--- src/source/core_pkg.sv ---
package core_pkg;

	// data and address word
	typedef logic [31:0] word_t;

	// register index, entry 0 reads as zero
	typedef logic [4:0] reg_addr_t;

	// primary opcode and special function field
	typedef logic [5:0] opcode_t;
	typedef logic [5:0] funct_t;

	localparam opcode_t OP_SPECIAL = 6'h00;
	localparam opcode_t OP_J       = 6'h02;
	localparam opcode_t OP_BEQ     = 6'h04;
	localparam opcode_t OP_ADDIU   = 6'h09;
	localparam opcode_t OP_LW      = 6'h23;
	localparam opcode_t OP_SW      = 6'h2b;

	// function codes under OP_SPECIAL
	localparam funct_t FN_ADDU = 6'h21;
	localparam funct_t FN_SUBU = 6'h23;
	localparam funct_t FN_AND  = 6'h24;
	localparam funct_t FN_OR   = 6'h25;
	localparam funct_t FN_SLT  = 6'h2a;

	typedef enum logic [2:0] {
		ALU_ADD,
		ALU_SUB,
		ALU_AND,
		ALU_OR,
		ALU_SLT
	} alu_op_e;

endpackage

--- src/source/stage_pkg.sv ---
package stage_pkg;

	import core_pkg::*;

	// fetch to decode
	typedef struct packed {
		logic  valid;
		word_t pc;
		word_t instr;
	} if_id_t;

	// decode to execute
	// branch target is built in execute from pc4 and imm
	typedef struct packed {
		logic      valid;
		word_t     pc4;
		reg_addr_t rs;
		reg_addr_t rt;
		word_t     rs_val;
		word_t     rt_val;
		word_t     imm;
		reg_addr_t dst;
		alu_op_e   alu_op;
		logic      imm_src;
		logic      mem_read;
		logic      mem_write;
		logic      reg_write;
		logic      is_branch;
	} id_ex_t;

	// execute to memory
	typedef struct packed {
		logic      valid;
		word_t     result;
		word_t     store_data;
		reg_addr_t dst;
		logic      mem_read;
		logic      mem_write;
		logic      reg_write;
	} ex_mem_t;

	// memory to writeback, reg_write already qualified by valid
	typedef struct packed {
		word_t     result;
		reg_addr_t dst;
		logic      reg_write;
	} mem_wb_t;

endpackage

--- src/source/core.sv ---
`timescale 1ns/1ps

module core import core_pkg::*, stage_pkg::*; #(
	parameter word_t P_RESET_PC = 32'h0000_0000
) (
	input  logic  i_clk,
	input  logic  i_rst_n,
	input  word_t i_instr,
	input  word_t i_read_data,
	output word_t o_instr_addr,
	output word_t o_data_addr,
	output word_t o_write_data,
	output logic  o_mem_write,
	output logic  o_mem_read
);

	if_id_t    if_id;
	id_ex_t    id_ex;
	ex_mem_t   ex_mem;
	mem_wb_t   mem_wb;
	logic      stall;
	logic      jump;
	word_t     jump_target;
	logic      branch;
	word_t     branch_target;
	reg_addr_t ex_dst;
	logic      ex_mem_read;

	fetch #(
		.P_RESET_PC(P_RESET_PC)
	) u_fetch (
		.i_clk(i_clk),
		.i_rst_n(i_rst_n),
		.i_instr(i_instr),
		.i_stall(stall),
		.i_jump(jump),
		.i_jump_target(jump_target),
		.i_branch(branch),
		.i_branch_target(branch_target),
		.o_pc(o_instr_addr),
		.o_if_id(if_id)
	);

	// taken branch flushes decode as well as fetch
	decode u_decode (
		.i_clk(i_clk),
		.i_rst_n(i_rst_n),
		.i_if_id(if_id),
		.i_flush(branch),
		.i_ex_dst(ex_dst),
		.i_ex_mem_read(ex_mem_read),
		.i_mem_wb(mem_wb),
		.o_id_ex(id_ex),
		.o_stall(stall),
		.o_jump(jump),
		.o_jump_target(jump_target)
	);

	execute u_execute (
		.i_clk(i_clk),
		.i_rst_n(i_rst_n),
		.i_id_ex(id_ex),
		.i_ex_mem_fwd(ex_mem),
		.i_mem_wb(mem_wb),
		.o_ex_mem(ex_mem),
		.o_branch(branch),
		.o_branch_target(branch_target),
		.o_dst(ex_dst),
		.o_mem_read(ex_mem_read)
	);

	mem u_mem (
		.i_clk(i_clk),
		.i_rst_n(i_rst_n),
		.i_ex_mem(ex_mem),
		.i_read_data(i_read_data),
		.o_mem_wb(mem_wb)
	);

	// data port straight from the execute/memory register
	assign o_data_addr  = ex_mem.result;
	assign o_write_data = ex_mem.store_data;
	assign o_mem_write  = ex_mem.valid && ex_mem.mem_write;
	assign o_mem_read   = ex_mem.valid && ex_mem.mem_read;

endmodule

--- src/source/decode.sv ---
`timescale 1ns/1ps

module decode import core_pkg::*, stage_pkg::*; (
	input  logic      i_clk,
	input  logic      i_rst_n,
	input  if_id_t    i_if_id,
	input  logic      i_flush,
	input  reg_addr_t i_ex_dst,
	input  logic      i_ex_mem_read,
	input  mem_wb_t   i_mem_wb,
	output id_ex_t    o_id_ex,
	output logic      o_stall,
	output logic      o_jump,
	output word_t     o_jump_target
);

	word_t     regs [32];
	opcode_t   opcode;
	funct_t    funct;
	reg_addr_t rs;
	reg_addr_t rt;
	reg_addr_t rd;
	reg_addr_t dst;
	word_t     pc4;
	word_t     imm;
	word_t     rs_val;
	word_t     rt_val;
	alu_op_e   alu_op;
	logic      imm_src;
	logic      mem_read;
	logic      mem_write;
	logic      reg_wr;
	logic      is_branch;
	logic      is_jump;
	logic      uses_rs;
	logic      uses_rt;
	logic      hazard;

	assign opcode = i_if_id.instr[31:26];
	assign rs     = i_if_id.instr[25:21];
	assign rt     = i_if_id.instr[20:16];
	assign rd     = i_if_id.instr[15:11];
	assign funct  = i_if_id.instr[5:0];
	assign pc4    = i_if_id.pc + 32'd4;
	assign imm    = {{16{i_if_id.instr[15]}}, i_if_id.instr[15:0]};

	always_comb begin
		alu_op    = ALU_ADD;
		imm_src   = 1'b0;
		mem_read  = 1'b0;
		mem_write = 1'b0;
		reg_wr    = 1'b0;
		is_branch = 1'b0;
		is_jump   = 1'b0;
		uses_rs   = 1'b0;
		uses_rt   = 1'b0;
		dst       = rd;
		case (opcode)
			OP_SPECIAL: begin
				uses_rs = 1'b1;
				uses_rt = 1'b1;
				reg_wr  = 1'b1;
				case (funct)
					FN_ADDU: alu_op = ALU_ADD;
					FN_SUBU: alu_op = ALU_SUB;
					FN_AND:  alu_op = ALU_AND;
					FN_OR:   alu_op = ALU_OR;
					FN_SLT:  alu_op = ALU_SLT;
					default: reg_wr = 1'b0;
				endcase
			end
			OP_ADDIU, OP_LW: begin
				uses_rs  = 1'b1;
				imm_src  = 1'b1;
				reg_wr   = 1'b1;
				mem_read = (opcode == OP_LW);
				dst      = rt;
			end
			OP_SW: begin
				uses_rs   = 1'b1;
				uses_rt   = 1'b1;
				imm_src   = 1'b1;
				mem_write = 1'b1;
			end
			OP_BEQ: begin
				uses_rs   = 1'b1;
				uses_rt   = 1'b1;
				is_branch = 1'b1;
				alu_op    = ALU_SUB;
			end
			OP_J:    is_jump = 1'b1;
			default: ;
		endcase
	end

	// write-through so writeback and read can share a cycle
	assign rs_val = (rs == '0) ? '0 :
		(i_mem_wb.reg_write && i_mem_wb.dst == rs) ? i_mem_wb.result : regs[rs];
	assign rt_val = (rt == '0) ? '0 :
		(i_mem_wb.reg_write && i_mem_wb.dst == rt) ? i_mem_wb.result : regs[rt];

	always_ff @(posedge i_clk) begin
		if (i_mem_wb.reg_write)
			regs[i_mem_wb.dst] <= i_mem_wb.result;
	end

	// load in execute feeding this instruction
	assign hazard = i_ex_mem_read &&
		((uses_rs && rs == i_ex_dst) || (uses_rt && rt == i_ex_dst));
	assign o_stall = i_if_id.valid && !i_flush && hazard;

	assign o_jump        = i_if_id.valid && !i_flush && is_jump;
	assign o_jump_target = {pc4[31:28], i_if_id.instr[25:0], 2'b00};

	always_ff @(posedge i_clk) begin
		if (!i_rst_n || i_flush || o_stall) begin
			o_id_ex.valid     <= 1'b0;
			o_id_ex.mem_read  <= 1'b0;
			o_id_ex.mem_write <= 1'b0;
			o_id_ex.reg_write <= 1'b0;
			o_id_ex.is_branch <= 1'b0;
		end else begin
			o_id_ex.valid     <= i_if_id.valid;
			o_id_ex.pc4       <= pc4;
			o_id_ex.rs        <= rs;
			o_id_ex.rt        <= rt;
			o_id_ex.rs_val    <= rs_val;
			o_id_ex.rt_val    <= rt_val;
			o_id_ex.imm       <= imm;
			o_id_ex.dst       <= dst;
			o_id_ex.alu_op    <= alu_op;
			o_id_ex.imm_src   <= imm_src;
			o_id_ex.mem_read  <= i_if_id.valid && mem_read;
			o_id_ex.mem_write <= i_if_id.valid && mem_write;
			// writes to register 0 are dropped here
			o_id_ex.reg_write <= i_if_id.valid && reg_wr && (dst != '0);
			o_id_ex.is_branch <= i_if_id.valid && is_branch;
		end
	end

	a_no_zero_write: assert property (@(posedge i_clk) disable iff (!i_rst_n)
		i_mem_wb.reg_write |-> i_mem_wb.dst != '0);

endmodule

--- src/source/execute.sv ---
`timescale 1ns/1ps

module execute import core_pkg::*, stage_pkg::*; (
	input  logic      i_clk,
	input  logic      i_rst_n,
	input  id_ex_t    i_id_ex,
	input  ex_mem_t   i_ex_mem_fwd,
	input  mem_wb_t   i_mem_wb,
	output ex_mem_t   o_ex_mem,
	output logic      o_branch,
	output word_t     o_branch_target,
	output reg_addr_t o_dst,
	output logic      o_mem_read
);

	word_t op_a;
	word_t op_b_reg;
	word_t op_b;
	word_t alu_res;

	// memory stage result wins over writeback
	// loads are left out since decode stalls on them
	function automatic word_t fwd(reg_addr_t idx, word_t val, ex_mem_t em, mem_wb_t wb);
		if (em.reg_write && !em.mem_read && em.dst == idx)
			return em.result;
		else if (wb.reg_write && wb.dst == idx)
			return wb.result;
		return val;
	endfunction

	assign op_a     = fwd(i_id_ex.rs, i_id_ex.rs_val, i_ex_mem_fwd, i_mem_wb);
	assign op_b_reg = fwd(i_id_ex.rt, i_id_ex.rt_val, i_ex_mem_fwd, i_mem_wb);
	assign op_b     = i_id_ex.imm_src ? i_id_ex.imm : op_b_reg;

	always_comb begin
		case (i_id_ex.alu_op)
			ALU_ADD: alu_res = op_a + op_b;
			ALU_SUB: alu_res = op_a - op_b;
			ALU_AND: alu_res = op_a & op_b;
			ALU_OR:  alu_res = op_a | op_b;
			ALU_SLT: alu_res = {31'd0, $signed(op_a) < $signed(op_b)};
			default: alu_res = '0;
		endcase
	end

	// beq taken when forwarded operands match
	assign o_branch        = i_id_ex.valid && i_id_ex.is_branch && (op_a == op_b_reg);
	assign o_branch_target = i_id_ex.pc4 + {i_id_ex.imm[29:0], 2'b00};

	assign o_dst      = i_id_ex.dst;
	assign o_mem_read = i_id_ex.valid && i_id_ex.mem_read;

	always_ff @(posedge i_clk) begin
		if (!i_rst_n) begin
			o_ex_mem.valid     <= 1'b0;
			o_ex_mem.mem_read  <= 1'b0;
			o_ex_mem.mem_write <= 1'b0;
			o_ex_mem.reg_write <= 1'b0;
		end else begin
			o_ex_mem.valid      <= i_id_ex.valid;
			o_ex_mem.result     <= alu_res;
			o_ex_mem.store_data <= op_b_reg;
			o_ex_mem.dst        <= i_id_ex.dst;
			o_ex_mem.mem_read   <= i_id_ex.valid && i_id_ex.mem_read;
			o_ex_mem.mem_write  <= i_id_ex.valid && i_id_ex.mem_write;
			o_ex_mem.reg_write  <= i_id_ex.valid && i_id_ex.reg_write;
		end
	end

	// a taken branch leaves a bubble behind it from the decode flush
	a_branch_bubble: assert property (@(posedge i_clk) disable iff (!i_rst_n)
		o_branch |=> !i_id_ex.valid);

endmodule

--- src/source/fetch.sv ---
`timescale 1ns/1ps

module fetch import core_pkg::*, stage_pkg::*; #(
	parameter word_t P_RESET_PC = 32'h0000_0000
) (
	input  logic   i_clk,
	input  logic   i_rst_n,
	input  word_t  i_instr,
	input  logic   i_stall,
	input  logic   i_jump,
	input  word_t  i_jump_target,
	input  logic   i_branch,
	input  word_t  i_branch_target,
	output word_t  o_pc,
	output if_id_t o_if_id
);

	// branch from execute wins over jump from decode
	always_ff @(posedge i_clk) begin
		if (!i_rst_n) begin
			o_pc <= P_RESET_PC;
		end else if (i_branch) begin
			o_pc <= i_branch_target;
		end else if (i_jump) begin
			o_pc <= i_jump_target;
		end else if (!i_stall) begin
			o_pc <= o_pc + 32'd4;
		end
	end

	// a redirect squashes the word fetched this cycle
	always_ff @(posedge i_clk) begin
		if (!i_rst_n) begin
			o_if_id.valid <= 1'b0;
		end else if (i_branch || i_jump) begin
			o_if_id.valid <= 1'b0;
		end else if (!i_stall) begin
			o_if_id.valid <= 1'b1;
			o_if_id.pc    <= o_pc;
			o_if_id.instr <= i_instr;
		end
	end

	a_pc_aligned: assert property (@(posedge i_clk) disable iff (!i_rst_n)
		o_pc[1:0] == 2'b00);

endmodule

--- src/source/mem.sv ---
`timescale 1ns/1ps

module mem import core_pkg::*, stage_pkg::*; (
	input  logic    i_clk,
	input  logic    i_rst_n,
	input  ex_mem_t i_ex_mem,
	input  word_t   i_read_data,
	output mem_wb_t o_mem_wb
);

	word_t result;

	// writeback select folded in here
	assign result = i_ex_mem.mem_read ? i_read_data : i_ex_mem.result;

	always_ff @(posedge i_clk) begin
		if (!i_rst_n) begin
			o_mem_wb.reg_write <= 1'b0;
		end else begin
			o_mem_wb.result    <= result;
			o_mem_wb.dst       <= i_ex_mem.dst;
			o_mem_wb.reg_write <= i_ex_mem.valid && i_ex_mem.reg_write;
		end
	end

	a_rd_wr_excl: assert property (@(posedge i_clk) disable iff (!i_rst_n)
		!(i_ex_mem.mem_read && i_ex_mem.mem_write));

endmodule

--- config.mk ---
export PLATFORM = sky130hd
export DESIGN_NAME = core
export DESIGN_NICKNAME = d
export VERILOG_FILES = /design/src/source/core_pkg.sv /design/src/source/stage_pkg.sv /design/src/source/core.sv /design/src/source/decode.sv /design/src/source/execute.sv /design/src/source/fetch.sv /design/src/source/mem.sv
export SDC_FILE = /design/constraint.sdc
export NUM_CORES = 2
export LEC_CHECK = 0
export BUFFER_PORTS_ARGS = -buffer_cell sky130_fd_sc_hd__buf_2
export CORE_MARGIN = 4
export CORE_UTILIZATION = 50
export CTS_BUF_LIST = sky130_fd_sc_hd__clkbuf_4
export CTS_CLUSTER_DIAMETER = 80
export DETAILED_ROUTE_END_ITERATION = 8
export HOLD_SLACK_MARGIN = 0.06
export PLACE_DENSITY = 0.77
export SYNTH_ARGS = -nofsm -noshare
export SYNTH_HDL_FRONTEND = slang
export SYNTH_SLANG_ARGS = --single-unit
export TNS_END_PERCENT = 30
--- constraint.sdc ---
create_clock -name i_clk -period 9.7 [get_ports i_clk]
set_clock_uncertainty 0.05 [all_clocks]
set_input_delay 2.91 -clock i_clk [delete_from_list [all_inputs] [get_ports i_clk]]
set_output_delay 2.91 -clock i_clk [all_outputs]
set_load 0.01 [all_outputs]
==> results.md <==
* Power Density at 174.7 nW/um2
* Hold Vio Cnt, Final at 0
* Reg2reg end: u_decode.o_id_ex[115]$_DFFE_PN_
* First-pass GRT wire length at 297300 um
* Largest family of logic cells by synthesized area: multiplexers
* Crit path kind: reg2reg
* GRT met3 Usage at 0.07474
* RSZ-0062 raised after global routing: no
* Clock group share of total power at 0.365
* Critical path's slowest cell: buf_4
* Final Max Tran Viols at 0
* Pin count of the biggest net entering global routing at 123
* Overflow after GRT at 0
* Asr flop ratio synth at 0
* Critical path, cell by cell: buf_4 -> nor2b_1 -> nand2_1 -> or2_2 -> buf_4 -> nor2_1 -> buf_4 -> a221oi_1 -> nor4_1 -> and4_4 -> nand2_1 -> buf_4 -> nand2_1 -> nor2_4 -> buf_4
* Slew margin rel. at 0.03271
* Post_cts resized at 0
* Num CTS Buffers at 362
* Clock Latency Late Sink at 1340 ps
* Drt first pass iters at 8
* Cell Area, Synth at 69900 um2
* R2r setup slk at 3210 ps
* Final GP Congestion at 0.9461
* Crit-path max FO at 72
* Setup Viol. Count Final at 0
* Die W at 381.9 um
* Hold path endpoint: u_decode.o_id_ex[119]$_DFFE_PN_
* Yosys cell types at 89
* Clock Tree Buf Depth at 4
* Vias at 44870
* Vias in the first global route at 44580
* Die span in y at 381.9 um
* Number of synthesized flops with an enable pin at 1325
* Ys Warns at 0
* Crit path launch type: flop
* CP arrival at 7260 ps
* Reg clk slew, reported paths at 60 ps
* Max-cap violations at 0
* Starting Density at 0.5059
* Most Crowded Layer GR: met2
* Post-Synth Adder-Cell Area at 0.02323
* Hold Path Class: reg2reg
* Routed len/inst at 30.36 um
* Sink Count at 1368
* Compound-Gate Fraction of Synth Area at 0.06388
* Number of synthesized register bits at 1368
* CTS root buf: clkbuf_4
* Area leader, netlist: edfxtp_1
* Floorplan row count at 136
* Required time of the critical path at 10470 ps
* Synth Area in XOR/XNOR at 0.01949
* Cells on worst reg2reg path at 15
* GR Util met1 at 0.3669
* Avg Vias per Cell at 6.696
* Most used cell, CP: buf_4
* Leakage power at 25.91 nW
* Final WS setup at 3206 ps
* Post-cts hold buffer count at 0
* Switching share of power at 0.2584
* Worst hold start: u_fetch.o_if_id[32]$_DFFE_PP_
* Register share of total power at 0.516
* Final Power at 0.01342 W
* Minimum clock period at 6494 ps
* Detailed Place HPWL at 119900 um
* Share of cells above drive strength 1 at 0.3227
* Met2 Usage GRT at 0.4295
* Post-CTS setup buffer count at 0
* Post-Route WL at 203400 um
* Core box area at 138200 um2
* Port Buffers at 163
* Hold path depth at 0
* Prevailing post-synth register cell: edfxtp_1
* Syn avg cell area at 16.12 um2
* CTS H-tree lvls at 5
* Outcome: finished, final reports clean
* Synth-to-layout area growth at 9.898%
* DRT iter0 DRCs at 6525
* Worst path max stage delay at 760 ps
* Internal power at 0.009955 W
* ANT nets after route at 0
* Post-Syn Nets at 4530
* Worst Tran Pin Value at 1451 ps
* Sw power at 0.003468 W
* Final nets at 4791
* Comb pwr share at 0.119
* Top-area cell type share of the netlist area at 0.5692
* Max Freq at 154.0 MHz
* Global-route usage over all layers at 0.2770
* CP Buf/Inv Count at 5
* Max IR drop VDD at 0.1491 mV
* CP top delay family: simple AND/OR/NAND/NOR gates
* Tcrit/Tclk final at 0.6695
* Post-placement worst setup slack at 3232 ps
* Synth top area cells: edfxtp_1, mux4_2, ha_1, mux2i_1, nor2_1
* Worst reg2reg startpoint: u_execute.o_ex_mem[2]$_SDFF_PN0_
* Initial antenna violation count at 8
* TritonCTS clock tree: yes
* Sequential fraction of the synthesis area at 0.5815
* CP Capture Type: flop
* Post-synthesis mux area share at 0.2312
* Top Ports at 164
* Simple-gate share of the synthesized area at 0.05051
* Die area at 145900 um2
* Drt drc at 0
* Mapped Cells at 4336
* Fin Setup TNS at 0 ps
## cells in the final DEF (no fill, tap or decap), drive strengths merged, types with 10 or more instances in the layout
cell type / count
a21o: 52
nor3: 70
or3: 11
nand3: 88
inv: 116
dfxtp: 43
ha: 125
mux4: 640
o221ai: 22
edfxtp: 1325
nor2: 300
a221o: 23
and3: 29
a21oi: 174
nor2b: 11
nand4: 21
and4: 13
clkbuf: 523
and2: 21
o22ai: 17
nand2: 124
nand2b: 11
clkinv: 64
o21a: 26
a221oi: 23
o31ai: 10
mux2i: 113
xor2: 41
o21bai: 22
o21ai: 100
nor4: 13
buf: 259
a31oi: 43
xnor2: 112
mux2: 55
a211oi: 87
## logic make-up (layout without fill, tap and decap cells)
| logic type | after synthesis | after routing |
|---|---|---|
| flip-flops | 1368 | 1368 |
| buffers and inverters | 473 | 968 |
| adder cells (fa/ha/maj) | 128 | 128 |
| multiplexers | 808 | 808 |
| AO/OA/AOI/OAI | 664 | 664 |
| AND/OR/NAND/NOR | 742 | 742 |
| other | 0 | 7 |
| XOR/XNOR | 153 | 153 |
## how the worst max path moves through the flow
stage / endpoint / from / depth (start not counted) / slack (ps)
3_5_place_dp: u_execute.o_ex_mem[69]$_DFFE_PP_ / u_mem.o_mem_wb[5]$_DFFE_PP_ / 19 / 3230
5_1_grt: u_execute.o_ex_mem[69]$_DFFE_PP_ / u_mem.o_mem_wb[3]$_DFFE_PP_ / 19 / 2740
6_report: u_decode.o_id_ex[115]$_DFFE_PN_ / u_execute.o_ex_mem[2]$_SDFF_PN0_ / 15 / 3210
3_3_place_gp: u_execute.o_ex_mem[69]$_DFFE_PP_ / u_mem.o_mem_wb[5]$_DFFE_PP_ / 19 / 3340
2_1_floorplan: u_decode.o_id_ex[100]$_SDFFCE_PN0N_ / i_rst_n / 2 / 570
4_1_cts: u_decode.o_id_ex[49]$_SDFFCE_PN0N_ / u_execute.o_ex_mem[2]$_SDFF_PN0_ / 15 / 3280
## metal layers
layer  vias to the layer above  routed length (um)
li1                      18390                   -
met1                     22510               72440
met2                      3371               95270
met3                       585               25680
met4                         4               10010
met5                         -                  30
## registers in the layout, indices dropped and copies added, names as in the netlist
register and count:
u_decode.regs 1024, u_decode.o_id_ex 136, u_execute.o_ex_mem 73, u_fetch.o_if_id 65, u_mem.o_mem_wb 38, u_fetch.o_pc 32
## power groups by stage
| stage | combinational [W] | sequential, W | clock, W |
|---|---|---|---|
| 2_1_floorplan | 0.00115 | 0.00694 | 0 |
| 3_3_place_gp | 0.00157 | 0.00704 | 0 |
| 3_5_place_dp | 0.00157 | 0.00704 | 0 |
| 4_1_cts | 0.00158 | 0.00691 | 0.00498 |
| 5_1_grt | 0.00171 | 0.00693 | 0.00534 |
| 6_report | 0.00160 | 0.00692 | 0.00490 |
## cell usage after synthesis, drive strengths merged, types with 52 or more instances
cell	count
edfxtp	1325
mux4	640
nor2	300
clkbuf	203
a21oi	174
buf	159
ha	125
nand2	124
mux2i	113
xnor2	112
inv	110
o21ai	100
nand3	88
a211oi	87
nor3	70
mux2	55
a21o	52
## stage by stage
| stage | hold WS [ps] | std cells | instance area [um2] | utilization |
|---|---|---|---|---|
| after floorplan | 350.3 | 4336 | 69900 | - |
| after global placement | 353.4 | 6096 | 72450 | 0.5244 |
| after detailed placement | 361.2 | 6096 | 72450 | 0.5244 |
| after CTS | 386.0 | 6694 | 76800 | 0.5559 |
| after global routing | 399.2 | 6701 | 76820 | 0.5560 |
| final | 380.6 | 6701 | 76820 | 0.5560 |
## cell type report
| type | instances | area (um2) |
|---|---|---|
| clock buffer | 523 | 3926 |
| inverter | 111 | 416.7 |
| tap | 1863 | 2331 |
| timing repair buffer | 259 | 1630 |
| sequential | 1368 | 40650 |
| antenna | 7 | 17.52 |
| clock inverter | 75 | 425.4 |
| fill | 10580 | 61350 |
| multi-input combinational | 2495 | 27430 |
Power figures use the tool's default switching activity.
